<file path="config.mk">
export PLATFORM = sky130hd
export DESIGN_NAME = igr_pause_ctrl
export DESIGN_NICKNAME = d
export VERILOG_FILES = /design/src/logic/igr_pkg.sv /design/src/logic/igr_pause_ctrl.sv
export SDC_FILE = /design/constraint.sdc
export NUM_CORES = 1
export LEC_CHECK = 0
export ABC_AREA = 1
export BUFFER_PORTS_ARGS = -buffer_cell sky130_fd_sc_hd__buf_2
export CORE_ASPECT_RATIO = 0.7
export CORE_MARGIN = 2
export CORE_UTILIZATION = 51
export CTS_CLUSTER_DIAMETER = 50
export DETAILED_ROUTE_END_ITERATION = 8
export PLACE_DENSITY = 0.86
export SYNTH_ARGS = -nofsm -noshare
export SYNTH_HDL_FRONTEND = slang
export SYNTH_SLANG_ARGS = --single-unit
</file>
<file path="constraint.sdc">
create_clock -name cclk -period 1.25 [get_ports cclk]
set_clock_uncertainty 0.15 [all_clocks]
set_input_delay 0.1875 -clock cclk [delete_from_list [all_inputs] [get_ports cclk]]
set_output_delay 0.1875 -clock cclk [all_outputs]
set_load 0.005 [all_outputs]
</file>
<file path="src/logic/igr_pkg.sv">
// shared sizes and types for the ingress dpc slice
// four logical ports share one epl receive bus, up to eight words a segment
// only tc, sop, eop, eop_pos and error are kept from the epl metadata
// the ecc byte of the bus is not carried

package igr_pkg;

  // --------------------
  // sizes
  // --------------------

  // logical ports multiplexed on the receive bus
  localparam int num_ports = 4;
  // 64-bit words per bus segment
  localparam int num_words = 8;
  // pfc traffic classes
  localparam int num_tc = 8;

  localparam int port_w = $clog2(num_ports);
  localparam int tc_w = $clog2(num_tc);
  // wide enough to hold num_words itself
  localparam int word_cnt_w = $clog2(num_words + 1);
  localparam int drop_cnt_w = 16;
  localparam int ts_w = 32;
  localparam int data_w = 64;

  // --------------------
  // scalar types
  // --------------------

  typedef logic [port_w-1:0] port_num_t;
  typedef logic [tc_w-1:0] tc_t;
  typedef logic [word_cnt_w-1:0] word_cnt_t;
  // free running, wraps at 2**16
  typedef logic [drop_cnt_w-1:0] drop_cnt_t;
  typedef logic [ts_w-1:0] ts_t;
  typedef logic [data_w-1:0] data_word_t;

  // word 0 sits in the low slice
  typedef data_word_t [num_words-1:0] seg_data_t;

  // --------------------
  // metadata and segments
  // --------------------

  // metadata as it comes off the epl bus
  typedef struct packed {
    tc_t        tc;
    logic       sop;
    logic       eop;
    logic [2:0] eop_pos;
    logic       error;
  } epl_md_t;

  // epl metadata plus the count of valid words in the segment
  typedef struct packed {
    word_cnt_t  word_cnt;
    tc_t        tc;
    logic       sop;
    logic       eop;
    logic [2:0] eop_pos;
    logic       error;
  } dpc_md_t;

  // one per-port segment, v is a single cycle strobe
  typedef struct packed {
    logic      v;
    ts_t       ts;
    dpc_md_t   md;
    seg_data_t d;
  } seg_t;

  // pause bit per port and traffic class, indexed [port][tc]
  typedef logic [num_ports-1:0][num_tc-1:0] pause_vec_t;

endpackage

</file>
<file path="src/logic/igr_pause_ctrl.sv">
// pfc pause state per logical port and traffic class
// xoff is a level, sampled every cycle with or without a segment
// two register stages, lined up with the dpc demux so a same-cycle
// xoff reaches the drop decision of its own segment

`timescale 1ns/1ns

module igr_pause_ctrl (
  input  logic                cclk,
  input  logic                rst,
  input  igr_pkg::port_num_t  i_rx_port_num,
  input  logic                i_rx_pfc_xoff,
  input  igr_pkg::tc_t        i_rx_fc_tc,
  output igr_pkg::pause_vec_t o_pause
);
  import igr_pkg::*;

  // stage 1 copies
  port_num_t  qs1_port_num;
  logic       qs1_xoff;
  tc_t        qs1_fc_tc;

  // pause bits, [port][tc]
  pause_vec_t q_pause;

  // --------------------
  // stage 1
  // --------------------

  // xoff cleared in reset so the first write after reset is a zero
  always_ff @(posedge cclk) begin
    if (rst) begin
      qs1_port_num <= '0;
      qs1_xoff     <= 1'b0;
      qs1_fc_tc    <= '0;
    end else begin
      qs1_port_num <= i_rx_port_num;
      qs1_xoff     <= i_rx_pfc_xoff;
      qs1_fc_tc    <= i_rx_fc_tc;
    end
  end

  // --------------------
  // state update
  // --------------------

  // exactly one bit written per cycle, the rest hold
  always_ff @(posedge cclk) begin
    if (rst) begin
      q_pause <= '0;
    end else begin
      q_pause[qs1_port_num][qs1_fc_tc] <= qs1_xoff;
    end
  end

  assign o_pause = q_pause;

  // no stale pause survives a reset
  a_pause_clear_after_rst : assert property (
    @(posedge cclk)
    rst |=> (o_pause == '0)
  );

endmodule

</file>
* Word-level counts from Yosys, hierarchy flattened
Cells that the tools add are included.
** Operators by class
- $lt $le $gt $ge :: 4
- Mux-type cells :: 5
- Reductions and logical operators :: 2
** Operators with widths (count)
- 32-bit bitwise mux :: 1
- 8-bit demux with 2-bit select :: 1
- 8-bit 2-to-1 mux :: 1
- 3-bit by 4-bit less-than comparator with 1-bit output (second input constant) :: 1
- 1-bit demux with 3-bit select :: 1
- 3-bit by 1-bit greater-or-equal comparator with 1-bit output (second input constant) :: 1
- 2-bit by 3-bit less-than comparator with 1-bit output (second input constant) :: 1
- 2-bit by 1-bit greater-or-equal comparator with 1-bit output (second input constant) :: 1
- 1-bit logical AND :: 2
- 1-bit 2-to-1 mux :: 1
** Word-level totals
- Input port bits :: 8
- Register bits after elaboration :: 38
- Word-level logic and storage cells :: 18

* Depth between registers and ports, before layout
- Depth in word-level cells :: 7
- Mapped depth :: 6

* Worst setup path before layout
OpenSTA, ideal clock, no wires.
- Path type :: reg-to-reg
- Start point :: reg qs1_fc_tc[0]
- End point :: reg q_pause (netlist bit o_pause[11])
- Data required time :: 987 ps
- Setup time :: 113 ps
- Data arrival time :: 869 ps
- Path buffers :: 1
- Path slack :: 118 ps
- Stages on the path, launching flop included :: 7
- Cells stage by stage :: dfxtp_1 -> buf_4 -> nand3_1 -> nor2_1 -> nand2_1 -> nand2_1 -> nor2_1
** On the way
- Cells in the longest elaborated chain, start to end :: 7
** Ends and longest elaborated chain
- from (decl) :: RTL line igr_pause_ctrl.sv:21 : tc_t qs1_fc_tc;
- from (signal assigned) :: RTL line igr_pause_ctrl.sv:39 : qs1_fc_tc <= i_rx_fc_tc;
- 3-bit by 4-bit less-than comparator with 1-bit output (not written as such) or 3-bit by 1-bit greater-or-equal comparator with 1-bit output (tied branches) :: RTL line igr_pause_ctrl.sv:52 : q_pause[qs1_port_num][qs1_fc_tc] <= qs1_xoff;
- 1-bit logical AND (not written as such) :: RTL line igr_pause_ctrl.sv:52
- 1-bit 2-to-1 mux (not written as such) :: RTL line igr_pause_ctrl.sv:52
- 1-bit demux with 3-bit select * :: RTL line igr_pause_ctrl.sv:52
- 8-bit 2-to-1 mux (not written as such) * :: RTL line igr_pause_ctrl.sv:52
- 8-bit demux with 2-bit select * :: RTL line igr_pause_ctrl.sv:52
- 32-bit bitwise mux * :: RTL line igr_pause_ctrl.sv:52
- to (signal, indexed assignment) :: RTL line igr_pause_ctrl.sv:52
- to (decl) :: RTL line igr_pause_ctrl.sv:24 : pause_vec_t q_pause;
Mark *: on every way between the ends. The rest lies on a longest branch, timed or not.
A chain may end at the register's enable or synchronous reset.

* Final worst setup path
- Start point :: reg qs1_fc_tc[0]
- End point :: reg q_pause (netlist bit o_pause[4])
The elaborated chain is that of the path after synthesis.

==> flow_summary.json <==
{
  "path_delay_family": "simple AND/OR/NAND/NOR gates",
  "critPathSlowestCell": "dfxtp_4",
  "grt_pass1_wl_um": 6189,
  "drtPass1Iterations": 4,
  "setup_violations": 0,
  "pre_cts_ws_ns": -0.06712,
  "cts_tree": "yes",
  "cts_buffers": 5,
  "violations": "negative hold slack",
  "leakagePower_nw": 1.043,
  "cts_root_buffer": "clkbuf_8",
  "area_growth_pct": 36.84,
  "fp.dieW_um": 70.80,
  "layout-drive-gt1-share_pct": 32.66,
  "final_cell_mix": "nor2_1, nand2_1, buf_2",
  "rows": 16,
  "synth_nets": 246,
  "path_max_fanout": 8,
  "crit_arrival_ns": 1.28,
  "drtIter0Drc": 117,
  "ant_nets": 0,
  "drcViolationCount": 0,
  "vias": 1628,
  "status": "finished with violations",
  "grt_max_degree": 19,
  "cp-end-kind": "register",
  "dp_hpwl_um": 2561,
  "seq_area_frac_synth_pct": 47.76,
  "syn_area_um2": 1593,
  "cts_hold_buf": 6,
  "cp-start-kind": "register",
  "drv_slew": 0,
  "rrSetupSlack_ns": 0.005,
  "layout_commonest_cell": "nor2_1",
  "wl_um": 4007,
  "initial_core_util_pct": 55.25,
  "core-area_um2": 2883,
  "grt_pass1_vias": 1429,
  "avgRoutedWirePerCell_um": 12.03,
  "syn_inst": 238,
  "setup_tns_ns": 0,
  "yosys.cell_types.count": 12,
  "cpPeakStageDelay_ns": 0.37,
  "syn_avg_cell_area_um2": 6.692,
  "drv_cap": 0,
  "min_period_ns": 1.245,
  "path_class": "register to register",
  "synth_top_area_cell": "dfxtp_1",
  "maxSlewHeadroom_pct": 80.76,
  "ys_seq_elements": 38,
  "critPathBufInv": 1,
  "path_clk_slew_ns": 0.08,
  "hold_class": "input port to register",
  "dieArea_um2": 3593,
  "finalWorstSetupSlack_ns": 0.005339,
  "crit_required_ns": 1.28,
  "grt_overflow": 0,
  "ctsLongestPathBuffers": 2,
  "worstSkewPairLatency_ns": 0.29,
  "portBuffers": 39,
  "postLayoutCoreUtil_pct": 75.61,
  "rsz0062_at_grt": "true",
  "dp.cells": 317,
  "diodes": 0,
  "final.period_utilization_pct": 99.57,
  "power.density_nw_per_um2": 1183,
  "final_nets": 304,
  "ir_drop_mv": 0.8156,
  "die_h_um": 50.76,
  "instances_no_fill": 333,
  "cp_cell_sequence": "buf_6 > nor2_4 > nand3_1 > nand2_1 > nor2_1",
  "synthTopCellsByArea": "dfxtp_1, nor2_1, nand2_1, nand3_1, inv_1",
  "hold_viol_final": 6,
  "antenna_found_initial": 0,
  "synth_warnings": 0,
  "holdWs_ns": -0.03120,
  "h-tree-depth": 2,
  "synthDominantCellAreaShare_pct": 47.76,
  "viasPerCell": 4.889,
  "max_freq_ghz": 0.8034,
  "cts.sinks": 38,
  "io_pins": 40,
  "grt_usage_pct": 22.41,
  "gp_congestion": 0.7796,
  "worst_pin_slew_ns": 0.2880
}
[report_power, final]
part | switching [W] | internal [W] | leakage, nW
logic | 0.000166 | 0.000116 | 0.674
registers | 0.0000345 | 0.00124 | 0.311
clock network | 0.000436 | 0.000587 | 0.0579
total | 0.000636 | 0.00194 | 1.04
[synth_stat cells]
| cell | instances |
|---|---|
| a21oi_1 | 8 |
| buf_2 | 4 |
| buf_4 | 1 |
| clkbuf_8 | 1 |
| dfxtp_1 | 38 |
| inv_1 | 16 |
| inv_2 | 2 |
| nand2_1 | 60 |
| nand3_1 | 16 |
| nand4_1 | 4 |
| nor2_1 | 85 |
| nor2_4 | 3 |
[final timing paths]
path,start,endpoint,cells past startpoint
max,qs1_fc_tc[0],o_pause[4],5
min reg2reg,o_pause[8],o_pause[8],2
max reg2reg,qs1_fc_tc[0],o_pause[4],5
min,rst,qs1_port_num[1],2
[state kept, by name, summed over array words and instances, names as in the netlist]
register and cells:
qs1_port_num 2, qs1_xoff 1, o_pause 32, qs1_fc_tc 3
[stage by stage]
step	instance area (µm²)	total power, W
floorplan	1593	0.001440
global placement	1879	0.001521
detailed placement	1879	0.001527
CTS	2053	0.002555
global route	2180	0.002689
finish	2180	0.002578
[timing repair]
item | CTS | global route
pin swaps | 1 | 5
cloned | 0 | 1
setup endpoints to repair | 16 | 31
setup buffers | 0 | 1
gates resized for setup | 3 | 39
endpoints found under the hold margin | 6 | 4
[area by class of cell]
| type | instances | area, µm² |
|---|---|---|
| clock buffers | 5 | 68.82 |
| clock inverters | 3 | 40.04 |
| fillers | 238 | 703.2 |
| inverters | 18 | 72.57 |
| multi-input cells | 177 | 822.0 |
| flip-flops and latches | 38 | 777.0 |
| well taps | 36 | 45.04 |
| repair buffers | 56 | 354.1 |
[cell families after synthesis]
logic type | share of synthesized area (%)
compound gates | 2.514
buf+inv | 6.835
flops | 47.76
simple gates | 42.89
[layer usage]
| metal | part of all wire [%] | global-route usage [%] |
|---|---|---|
| met1 | 47 | 29.60 |
| met2 | 45 | 35.36 |
| met3 | 6.3 | 5.622 |
| met4 | 1.3 | 8.805 |
| met5 | 0 | 0 |
No activity file was read; power rests on OpenSTA's default activity.
