## config.mk

```make
export PLATFORM = sky130hd
export DESIGN_NAME = igr_drop_ctrl
export DESIGN_NICKNAME = d
export VERILOG_FILES = /design/src/logic/igr_pkg.sv /design/src/logic/igr_drop_ctrl.sv
export SDC_FILE = /design/constraint.sdc
export NUM_CORES = 1
export LEC_CHECK = 0
export ABC_AREA = 1
export ABC_CLOCK_PERIOD_IN_PS = 3300
export BUFFER_PORTS_ARGS = -buffer_cell sky130_fd_sc_hd__buf_2
export CORE_AREA = 5 5 439 441
export DETAILED_ROUTE_END_ITERATION = 8
export DIE_AREA = 0 0 444 446
export GPL_ROUTABILITY_DRIVEN = 0
export GPL_TIMING_DRIVEN = 0
export PLACE_DENSITY_LB_ADDON = 0.05
export SETUP_SLACK_MARGIN = 0.3
export SLEW_MARGIN = 20
export SYNTH_ARGS = -nofsm -noshare
export SYNTH_HDL_FRONTEND = slang
export SYNTH_SLANG_ARGS = --single-unit
```

## constraint.sdc

```tcl
create_clock -name cclk -period 3.3 [get_ports cclk]
set_clock_uncertainty 0.2 [all_clocks]
set_input_delay 0.495 -clock cclk [delete_from_list [all_inputs] [get_ports cclk]]
set_output_delay 0.495 -clock cclk [all_outputs]
set_load 0.02 [all_outputs]
```

## src/logic/igr_pkg.sv

```systemverilog
// shared sizes and types for the ingress dpc slice
// four logical ports share one epl receive bus, up to eight words a segment
// only tc, sop, eop, eop_pos and error are kept from the epl metadata
// the ecc byte of the bus is not carried

package igr_pkg;

  // --------------------
  // sizes
  // --------------------

  // logical ports multiplexed on the receive bus
  localparam int num_ports = 4;
  // 64-bit words per bus segment
  localparam int num_words = 8;
  // pfc traffic classes
  localparam int num_tc = 8;

  localparam int port_w = $clog2(num_ports);
  localparam int tc_w = $clog2(num_tc);
  // wide enough to hold num_words itself
  localparam int word_cnt_w = $clog2(num_words + 1);
  localparam int drop_cnt_w = 16;
  localparam int ts_w = 32;
  localparam int data_w = 64;

  // --------------------
  // scalar types
  // --------------------

  typedef logic [port_w-1:0] port_num_t;
  typedef logic [tc_w-1:0] tc_t;
  typedef logic [word_cnt_w-1:0] word_cnt_t;
  // free running, wraps at 2**16
  typedef logic [drop_cnt_w-1:0] drop_cnt_t;
  typedef logic [ts_w-1:0] ts_t;
  typedef logic [data_w-1:0] data_word_t;

  // word 0 sits in the low slice
  typedef data_word_t [num_words-1:0] seg_data_t;

  // --------------------
  // metadata and segments
  // --------------------

  // metadata as it comes off the epl bus
  typedef struct packed {
    tc_t        tc;
    logic       sop;
    logic       eop;
    logic [2:0] eop_pos;
    logic       error;
  } epl_md_t;

  // epl metadata plus the count of valid words in the segment
  typedef struct packed {
    word_cnt_t  word_cnt;
    tc_t        tc;
    logic       sop;
    logic       eop;
    logic [2:0] eop_pos;
    logic       error;
  } dpc_md_t;

  // one per-port segment, v is a single cycle strobe
  typedef struct packed {
    logic      v;
    ts_t       ts;
    dpc_md_t   md;
    seg_data_t d;
  } seg_t;

  // pause bit per port and traffic class, indexed [port][tc]
  typedef logic [num_ports-1:0][num_tc-1:0] pause_vec_t;

endpackage

```

## src/logic/igr_drop_ctrl.sv

```systemverilog
// whole-packet drop filter for one logical port
// the class of the sop segment decides for the whole packet, through eop
// one register stage, output fields hold the last forwarded segment
// drop count wraps, one count per dropped packet

`timescale 1ns/1ns

module igr_drop_ctrl (
  input  logic                       cclk,
  input  logic                       rst,
  input  igr_pkg::seg_t              i_seg,
  input  logic [igr_pkg::num_tc-1:0] i_pause,
  output igr_pkg::seg_t              o_seg,
  output igr_pkg::drop_cnt_t         o_drop_cnt
);
  import igr_pkg::*;

  tc_t  s_tc;
  logic s_start;
  logic s_end;
  logic s_tc_paused;
  logic s_drop_start;
  logic s_drop;
  logic s_fwd;

  // set between a dropped sop and its eop
  logic q_in_drop;

  // --------------------
  // decision
  // --------------------

  assign s_tc         = i_seg.md.tc;
  assign s_start      = i_seg.v && i_seg.md.sop;
  assign s_end        = i_seg.v && i_seg.md.eop;
  assign s_tc_paused  = i_pause[s_tc];
  assign s_drop_start = s_start && s_tc_paused;

  // sop decides afresh, later segments follow the flag
  assign s_drop = s_start ? s_tc_paused : (i_seg.v && q_in_drop);
  assign s_fwd  = i_seg.v && !s_drop;

  // a one-segment packet never leaves the flag set
  always_ff @(posedge cclk) begin
    if (rst) begin
      q_in_drop <= 1'b0;
    end else if (s_start) begin
      q_in_drop <= s_tc_paused && !i_seg.md.eop;
    end else if (s_end) begin
      q_in_drop <= 1'b0;
    end
  end

  // --------------------
  // output register
  // --------------------

  always_ff @(posedge cclk) begin
    if (rst) begin
      o_seg <= '0;
    end else begin
      o_seg.v <= s_fwd;
      if (s_fwd) begin
        o_seg.ts <= i_seg.ts;
        o_seg.md <= i_seg.md;
        o_seg.d  <= i_seg.d;
      end
    end
  end

  // counted on the sop only
  always_ff @(posedge cclk) begin
    if (rst) begin
      o_drop_cnt <= '0;
    end else if (s_drop_start) begin
      o_drop_cnt <= o_drop_cnt + drop_cnt_t'(1);
    end
  end

  // a segment classed as dropped never shows a strobe downstream
  a_no_strobe_on_drop : assert property (
    @(posedge cclk) disable iff (rst)
    s_drop |=> !o_seg.v
  );

endmodule

```

# Yosys cells after proc, flatten, opt, wreduce, memory -nomap -nowiden
# Cells that the tools add are included.
# totals
input_bits	568
out_inout_bits	574
ff_bits	575
word_cells	34
# op_classes
reduce_logical	9
order_cmp	1
muxes	5
addsub	1
# op_table
operator	count
16-bit by 1-bit adder with 16-bit output, second input constant	1
1-bit logical AND	6
3-bit by 4-bit less-than comparator with 1-bit output, second input constant	1
1-bit two-way mux	4
1-bit binary-select mux with 3-bit select	1
1-bit zero test	2
2-bit nonzero test	1

# Depth between registers and ports, before layout
# Gate-level depths: netlist (run 1).
# depth
word_depth	5
ltp_mapped	11
depth_no_buf	9

# Least setup slack after synthesis (run 1)
# Ideal clock, no wire load.
# synth_timing
kind	register to register
from	register o_drop_cnt[0]
to	register o_drop_cnt[14]
t_required_ns	2.968
path_stages_with_launch	9
path_buffers	0
t_arrival_ns	1.479
synth_period_minus_slack_ns	1.811
setup_slack_ns	1.489
setup_time_ns	0.132
path_cell_list	dfxtp_1 > ha_1 > nand2_1 > nor3b_1 > nand3_1 > nand2_1 > nand2_1 > nand2_1 > a21oi_1
# synth_via
elab_chain_cells	1
# synth_rtl
element	line_no	rtl
from (decl)	igr_drop_ctrl.sv:14	output igr_pkg::drop_cnt_t o_drop_cnt
from (signal assigned)	igr_drop_ctrl.sv:76	o_drop_cnt <= o_drop_cnt + drop_cnt_t'(1);
16-bit by 1-bit adder with 16-bit output	igr_drop_ctrl.sv:76	
# No other way between the ends.
# A chain may end at the register's enable or synchronous reset.

# Worst setup path in the final report (run 1)
# layout_timing
from	input port i_seg[520] (netlist name)
to	register o_seg[517] (netlist name)
# layout_via
elab_chain_cells	5
# layout_rtl
element	line_no	rtl
from (decl)	igr_drop_ctrl.sv:11	input igr_pkg::seg_t i_seg,
1-bit binary-select mux with 3-bit select	igr_drop_ctrl.sv:36	assign s_tc_paused = i_pause[s_tc];
1-bit two-way mux (not written as such)	igr_drop_ctrl.sv:36	
1-bit two-way mux	igr_drop_ctrl.sv:40	assign s_drop = s_start ? s_tc_paused : (i_seg.v && q_in_drop);
1-bit zero test	igr_drop_ctrl.sv:41	assign s_fwd = i_seg.v && !s_drop;
1-bit logical AND	igr_drop_ctrl.sv:41	
to (decl)	igr_drop_ctrl.sv:13	output igr_pkg::seg_t o_seg,
# No other way between the ends. The select of a mux whose other input is x is not followed.

==> results of run 1 <==
## cell families after synthesis
kind of cell | count (synthesis) | synth area share
AND/OR/NAND/NOR | 2324 | 0.452
buffers and inverters | 275 | 0.0584
AO/OA/AOI/OAI | 20 | 0.00428
XOR/XNOR | 11 | 0.00402
flip-flops | 575 | 0.480
adder cells (fa/ha/maj) | 1 | 0.000522
## registers in the layout, summed over array words and instances, names as in the netlist
signal      flops
o_drop_cnt     16
o_seg         558
q_in_drop       1
## power by group
| part | switching (mW) | internal, mW |
|---|---|---|
| combinational | 2.76 | 1.78 |
| clock | 3.77 | 5.41 |
| sequential | 0.285 | 7.53 |
| total | 6.82 | 14.7 |
## timing repair
action,in CTS,in global routing
hold buffers,563,0
resized for setup,3,4
endpoints found under the hold margin,563,0
endpoints found under the setup margin,39,4
## how the worst min path moves through the flow
stage	slack (ps)	to	from
finish	240	o_seg[557]	rst
detailed placement	260	o_seg[517]	o_seg[517]
CTS	190	o_seg[557]	rst
floorplan	240	q_in_drop	q_in_drop
global placement	250	o_seg[517]	o_seg[517]
global route	270	o_seg[557]	rst
## per-layer routing
metal,routed length (um),global-route usage,vias up
met4,5880,0.0586,8
met3,10200,0.0432,194
met5,42,0,-
li1,-,-,13700
met2,78500,0.271,748
met1,58800,0.160,12500
## area by class of cell
class | count | area share
antenna | 19 | 0.00115
buffer | 250 | 0.0318
clock buffer | 133 | 0.0617
multi-input combinational | 2356 | 0.268
inverter | 25 | 0.00234
tap | 2511 | 0.0762
sequential | 575 | 0.279
timing repair buffer | 1703 | 0.275
clock inverter | 16 | 0.00401
## cell usage in the layout, fill, tap and decap left out
cell	Yosys	layout
sky130_fd_sc_hd__a21oi_1	18	18
sky130_fd_sc_hd__buf_1	7	7
sky130_fd_sc_hd__buf_2	69	1209
sky130_fd_sc_hd__buf_4	38	38
sky130_fd_sc_hd__buf_6	18	18
sky130_fd_sc_hd__bufinv_16	0	2
sky130_fd_sc_hd__clkbuf_1	118	141
sky130_fd_sc_hd__clkbuf_16	0	89
sky130_fd_sc_hd__clkbuf_2	0	6
sky130_fd_sc_hd__clkbuf_8	0	15
sky130_fd_sc_hd__clkinv_2	0	8
sky130_fd_sc_hd__clkinv_4	0	1
sky130_fd_sc_hd__clkinv_8	0	2
sky130_fd_sc_hd__clkinvlp_4	0	2
sky130_fd_sc_hd__dfxtp_1	575	575
sky130_fd_sc_hd__diode_2	0	19
sky130_fd_sc_hd__dlygate4sd3_1	0	563
sky130_fd_sc_hd__ha_1	1	1
sky130_fd_sc_hd__inv_1	22	22
sky130_fd_sc_hd__inv_2	2	2
sky130_fd_sc_hd__inv_4	1	1
sky130_fd_sc_hd__inv_6	0	1
sky130_fd_sc_hd__nand2_1	622	622
sky130_fd_sc_hd__nand2_2	1	1
sky130_fd_sc_hd__nand3_1	16	16
sky130_fd_sc_hd__nand3_4	0	1
sky130_fd_sc_hd__nand3b_1	553	553
sky130_fd_sc_hd__nand4_1	3	3
sky130_fd_sc_hd__nor2_1	1124	1124
sky130_fd_sc_hd__nor3_1	3	3
sky130_fd_sc_hd__nor3b_1	1	1
sky130_fd_sc_hd__o21a_1	1	1
sky130_fd_sc_hd__o21ai_0	1	1
sky130_fd_sc_hd__xnor2_1	3	3
sky130_fd_sc_hd__xor2_1	8	8
## critical path, delay by kind of cell
| kind | cells | cell delay [ps] |
|---|---|---|
| AND/OR/NAND/NOR | 3 | 530 |
| buffers and inverters | 6 | 1990 |
| AO/OA/AOI/OAI | 1 | 140 |
## per-stage QoR
stage,cell area (um2),worst slack [ps]
2_1_floorplan,24000,1490
3_3_place_gp,32800,-192
3_5_place_dp,32800,-237
4_1_cts,41200,305
5_1_grt,41200,308
6_report,41200,551
==> metrics, run 1 <==
maximum number of pins on one net before global-route repair=12; data arrival time of the critical path=around 3200 ps; hold violation count in the final report=0; combined flip-flop and latch cell area=between 10,000 and 15,000 um2; root buffer cell=sky130_fd_sc_hd__clkbuf_16; FMAX=around 360 MHz; post-CTS setup buffer count=0; drt initial violations=1,060; CTS tree=done; worst reg2reg path startpoint=q_in_drop; net count of the finished layout=~5,600; Hold Crit Class=in2reg; highest cell delay on the worst timing path=between 500 and 600 ps; maximum count of clock buffers along a single path=3; Tcrit/Tclk final=0.833; count of flip-flops with a built-in enable after synthesis=0; clock slew at the register clock pins of the worst setup and hold paths=approximately 50 ps; RR Endpoint=o_seg[45]; Avg Cell Area, Syn=roughly 7.5 um2; aggregate routed wire length=around 150,000 um; global-route wire length before repair=roughly 210,000 um; setup-violating endpoint count in the final report=0; top cell type by total area after synthesis=sky130_fd_sc_hd__dfxtp_1; initial core utilization=0.127; Max-slew headroom=0.384; transition time at the pin with the least slew margin=924 ps; P per Cell Area=approximately 520 nW/um2; Worst Reg2Reg Path Length in Cells=8; synth warn=0; sequential fraction of the synthesis area=0.480; initial antenna violation count=34; HPWL Detailed=between 100,000 and 150,000 um; combined area of the multi-input logic cells=about 11,000 um2; number of nets in the synthesized netlist=approximately 3,800; DRC violation count after routing=0; top flip-flop cell by instance count after synthesis=sky130_fd_sc_hd__dfxtp_1; Peak VDD IR=~0.33 mV; filler cell count in the final layout=21,700; drt via density=between 3 and 4; die span in y=roughly 450 um; count of clock tree sinks=~580; TritonRoute pass-1 iters=5; summed instance area of the synthesized netlist=about 24,000 um2; min Tclk post-route=~2700 ps; startpoint-to-endpoint class of the critical path=in2reg; beginning of the critical path=i_seg[520]; fraction of post-synthesis cell area in the top cell type by area=0.480; main area contributors after synthesis=sky130_fd_sc_hd__dfxtp_1 48%, sky130_fd_sc_hd__nor2_1 18%, sky130_fd_sc_hd__nand3b_1 17%, sky130_fd_sc_hd__nand2_1 9.7%, sky130_fd_sc_hd__clkbuf_1 1.8%; input/output buffers=1,140; required time at the endpoint of the critical path=around 3700 ps; Post-synth top cells=1,124 x sky130_fd_sc_hd__nor2_1, 622 x sky130_fd_sc_hd__nand2_1, 575 x sky130_fd_sc_hd__dfxtp_1; Avg WL per Cell=just over 20 um; GRT overflow=0; setup repair after global routing missed its margin=no; total design power=~22 mW; async set-reset flop share out of synthesis=0; std cell rows=between 150 and 200; Critical Path Fanout Max=10; via count of the first global-routing pass=roughly 29,000; final worst hold slack=between 200 and 250 ps; number of storage elements in the synthesis netlist=roughly 580; dominant cell type by count on the critical path=sky130_fd_sc_hd__buf_2; share of cells above drive strength 1=0.276; Worst R2R Setup Slack=about 600 ps; DIE WIDTH=between 400 and 500 um; antenna-violating nets left=0; aggregate negative setup slack=0 ps; count of mapped cells out of synthesis=3,206; highest-delay cell along the critical path=sky130_fd_sc_hd__dlygate4sd3_1; I/O Pins=around 1,100; worst setup path endpoint=o_seg[517]; Clock H-tree levels=3; total count of max-transition violations in the final report=0; max-capacitance violation count=0; final cell utilization of the core=0.218; element type at the critical path start=input port; result of the run=finished clean; Placed Cells=6,857; vias after detailed routing=roughly 27,000; number of clock buffers inserted by TritonCTS=between 80 and 90; critical path, cell by cell=dlygate4sd3_1 -> buf_2 -> inv_1 -> nand3_1 -> nand3_4 -> buf_2 -> buf_2 -> nand2_1 -> a21oi_1 -> dlygate4sd3_1; instance count along the most critical hold path=3; final cell count without fillers=between 7,000 and 8,000; category of the worst setup path capture point=register; area of the core=between 150,000 and 200,000 um2; number of distinct standard cells referenced by the synthesized netlist=24; floorplan die area=between 150,000 and 200,000 um2; area grow syn2layout=72.0%; total track usage=0.148; latest clock arrival within the worst-skew pair=about 690 ps; most frequent cell after synthesis=sky130_fd_sc_hd__nor2_1; Pleak=19.6 nW
Power figures use the tool's default switching activity.
==> inputs of run 2 (changes only) <==
--- a/config.mk
+++ b/config.mk
@@ -5,12 +5,12 @@
 export SDC_FILE = /design/constraint.sdc
 export NUM_CORES = 1
 export LEC_CHECK = 0
-export ABC_AREA = 1
-export ABC_CLOCK_PERIOD_IN_PS = 3300
+export ABC_AREA = 0
+export ABC_CLOCK_PERIOD_IN_PS = 2500
 export BUFFER_PORTS_ARGS = -buffer_cell sky130_fd_sc_hd__buf_2
-export CORE_AREA = 5 5 439 441
+export CORE_AREA = 5 5 443 445
 export DETAILED_ROUTE_END_ITERATION = 8
-export DIE_AREA = 0 0 444 446
+export DIE_AREA = 0 0 448 450
 export GPL_ROUTABILITY_DRIVEN = 0
 export GPL_TIMING_DRIVEN = 0
 export PLACE_DENSITY_LB_ADDON = 0.05
==> constraint.sdc (replaced) <==
create_clock -name cclk -period 2.5 [get_ports cclk]
set_clock_uncertainty 0.2 [all_clocks]
set_input_delay 0.375 -clock cclk [delete_from_list [all_inputs] [get_ports cclk]]
set_output_delay 0.375 -clock cclk [all_outputs]
set_load 0.02 [all_outputs]
==> run 2 against run 1 <==
Net effect: sequential share of layout area grew 0.32 points; wire length grew 4.1%; highest routed layer unchanged; via count shrank 3.7%; count of clock-buffer cells in the layout is the same; worst hold slack lost 120 ps; total power grew 29%; largest power group unchanged.
==> metrics, run 2 <==
result of the run=finished clean; critical path, cell by cell=buf_4 -> mux2_4 -> a2bb2o_4 -> buf_2 -> buf_6 -> or4_1 -> a21oi_1 -> dlygate4sd3_1; synth warn=0 (unchanged); sequential fraction of the synthesis area=0.497 (+0.0168); async set-reset flop share out of synthesis=0 (unchanged); root buffer cell=sky130_fd_sc_hd__clkbuf_16; worst reg2reg path startpoint=o_drop_cnt[0]; maximum count of clock buffers along a single path=3 (unchanged); DRC violation count after routing=0 (unchanged); antenna-violating nets left=0 (unchanged); startpoint-to-endpoint class of the critical path=in2reg; final worst hold slack=120 ps (-119 ps); number of distinct standard cells referenced by the synthesized netlist=35 (+46%); Worst Reg2Reg Path Length in Cells=5 (-3); aggregate negative setup slack=0 ps (unchanged); beginning of the critical path=i_seg[518]; latest clock arrival within the worst-skew pair=710 ps (+20 ps); Post-synth top cells=575 x sky130_fd_sc_hd__dfxtp_1, 560 x sky130_fd_sc_hd__inv_1, 556 x sky130_fd_sc_hd__nand3b_1, 556 x sky130_fd_sc_hd__o22ai_1, 134 x sky130_fd_sc_hd__clkbuf_1; Max-slew headroom=0.495 (+0.112); most used cells in the layout excluding fill and tap cells=1,201 x sky130_fd_sc_hd__buf_2, 564 x sky130_fd_sc_hd__dfxtp_1, 560 x sky130_fd_sc_hd__inv_1, 559 x sky130_fd_sc_hd__dlygate4sd3_1; die span in y=450 um (+0.90%); most frequent cell after synthesis=sky130_fd_sc_hd__dfxtp_1; P per Cell Area=680 nW/um2 (+30%); via count of the first global-routing pass=27,600 (-3.7%); busiest metal layer after global routing=met2; count of mapped cells out of synthesis=2,609 (-19%); area grow syn2layout=76.2%; met1 demand-to-capacity share in global routing=0.163 (+0.00271); aggregate routed wire length=160,000 um (+4.1%); fraction of post-synthesis cell area in the top cell type by area=0.497 (+0.0168); number of nets in the synthesized netlist=3,178 (-16%); highest cell delay on the worst timing path=570 ps (about the same); category of the worst setup path capture point=register; Worst R2R Setup Slack=430 ps (-170 ps); total track usage=0.151 (+0.00220); vias after detailed routing=26,200 (-3.7%); Critical Path Fanout Max=10 (unchanged); final design instance area without fill=40,800 um2 (-1.0%); I/O Pins=1,142 (unchanged); cell-internal power=19.2 mW (+30%); switching power as a share of total power=0.309 (-0.00737); clock slew at the register clock pins of the worst setup and hold paths=60 ps (about the same); Tcrit/Tclk final=0.879; setup-violating endpoint count in the final report=0 (unchanged); main area contributors after synthesis=sky130_fd_sc_hd__dfxtp_1 50%, sky130_fd_sc_hd__nand3b_1 18%, sky130_fd_sc_hd__o22ai_1 15%, sky130_fd_sc_hd__inv_1 9.1%, sky130_fd_sc_hd__buf_2 2.3%; part of the total power dissipated in sequential elements=0.370 (+0.007); flip-flop count of the largest register after layout=558 (unchanged); GRT overflow=0 (unchanged); Hold Crit Class=in2reg; number of clock buffers inserted by TritonCTS=86 (+1.2%); hold violation count in the final report=0 (unchanged); highest-delay cell along the critical path=sky130_fd_sc_hd__dlygate4sd3_1; std cell rows=161 (+0.63%); max-capacitance violation count=0 (unchanged); area of the core=192,000 um2 (+1.6%); count of clock tree sinks=575 (unchanged); summed instance area of the synthesized netlist=23,200 um2 (-3.4%); combinational group share of total power=0.188 (-0.023); Avg WL per Cell=22.8 um (+13%); Clk network pwr share=0.442 (+0.015); Most flops, register=o_seg; FMAX=about 450 MHz; Switch Pwr=8.58 mW (+26%); count of flip-flops with a built-in enable after synthesis=0 (unchanged); most frequent standard cell in the layout excluding fill and tap cells=sky130_fd_sc_hd__buf_2; share of cells above drive strength 1=0.335 (+0.0593); transition time at the pin with the least slew margin=757 ps (-167 ps); top cell type by total area after synthesis=sky130_fd_sc_hd__dfxtp_1; top flip-flop cell by instance count after synthesis=sky130_fd_sc_hd__dfxtp_1; element type at the critical path start=input port; Avg Cell Area, Syn=8.87 um2 (+19%); setup repair after global routing missed its margin=yes; required time at the endpoint of the critical path=2960 ps (-770 ps); initial antenna violation count=33 (-2.9%); initial core utilization=0.121 (-0.00620); net count of the finished layout=4,969 (-11%); Pleak=19.4 nW (-0.91%); global-route wire length before repair=219,000 um (+2.6%); GR Layer Usage met2=0.285 (+0.0138); Peak VDD IR=0.408 mV (+25%); TritonRoute pass-1 iters=5 (unchanged); RR Endpoint=o_drop_cnt[10]; biggest regs=o_seg x558, o_drop_cnt x16, q_in_drop x1; number of storage elements in the synthesis netlist=575 (unchanged); data arrival time of the critical path=2660 ps (-520 ps); total count of max-transition violations in the final report=0 (unchanged); drt via density=3.73 (+4.4%); CTS tree=done; input/output buffers=1,141 (+0.088%); met3 layer usage reported by global route=0.0445 (+0.00125); Cell Area, Placed=32,000 um2 (-2.3%); DIE WIDTH=448 um (+0.90%); Clock H-tree levels=3 (unchanged); drt initial violations=1,200 (+13%); HPWL Detailed=126,000 um (+4.2%); maximum number of pins on one net before global-route repair=13 (+1); worst setup path endpoint=q_in_drop; floorplan die area=202,000 um2 (+1.8%); min Tclk post-route=around 2200 ps
-- run 2: changes by cell type in the layout (fill, tap and decap cells not counted), sizes merged, moves of 9 or more --
cell    delta
nor2b     +11
o22ai    +557
a21oi     -14
nor2    -1107
buf       -36
nand3     -11
nor4       +9
mux2      +15
inv      +536
nand2    -616
clkbuf    +44
-- run 2: layer usage --
metal,wire length (um),part of all wire
met2,84800,0.53
met3,10600,0.066
met1,60600,0.38
met5,41,0.00026
met4,3670,0.023
-- run 2: layout make-up --
cell class	instances	area (um2)
multi-input combinational	1219	8440
buffer	254	1420
inverter	560	2100
sequential	575	11500
fill	21700	151000
timing repair buffer	1704	11400
clock inverter	22	228
antenna	12	30.0
tap	2526	3160
clock buffer	133	2540
-- run 2: stage by stage --
step	instances	util	setup WS (ps)	total power, mW
floorplan	2609	-	459	12.6
global placement	6276	0.167	-1590	15.0
detailed placement	6277	0.167	-1530	14.9
CTS	6993	0.212	187	28.5
global route	7004	0.213	288	29.1
finish	7005	0.213	302	27.8
-- run 2: logic make-up (layout without fill, tap and decap cells) --
group	Yosys count	after routing	share of synthesized area
compound gates	572	572	0.157
simple gates	629	629	0.197
other cells	0	12	0
buf+inv	815	2673	0.140
flops	575	575	0.497
mux	17	17	0.00816
fa+ha+maj	1	1	0.000540
-- run 2: power by group through the flow --
stage	Clock [mW]	Sequential [mW]	Combinational [mW]
final	12.3	10.3	5.21
after global routing	13.2	10.3	5.60
after global placement	0	10.5	4.53
after CTS	12.9	10.3	5.32
after detailed placement	0	10.5	4.48
after floorplan	0	11.2	1.39
-- run 2: worst min path at each step --
stage,endpoint,slack [ps],cells past startpoint,from
floorplan,q_in_drop,270,2,q_in_drop
finish,o_drop_cnt[3],120,3,rst
CTS,o_drop_cnt[3],70,3,rst
global route,o_drop_cnt[4],120,3,rst
detailed placement,o_seg[455],290,2,o_seg[455]
global placement,o_seg[123],290,2,o_seg[123]
-- run 2: worst max-delay path, delay by kind of cell --
kind	cells	cell delay, ps
mux	1	250
compound gates	2	400
buf+inv	4	1190
simple gates	1	420
-- run 2: what timing repair did --
action,in CTS,in global routing
buffers inserted,2,0
hold buffers,560,0
gates resized for setup,93,107
pin swaps,1,0
endpoints found under the setup margin,573,544
cloned,0,0
hold endpoints to repair,560,0
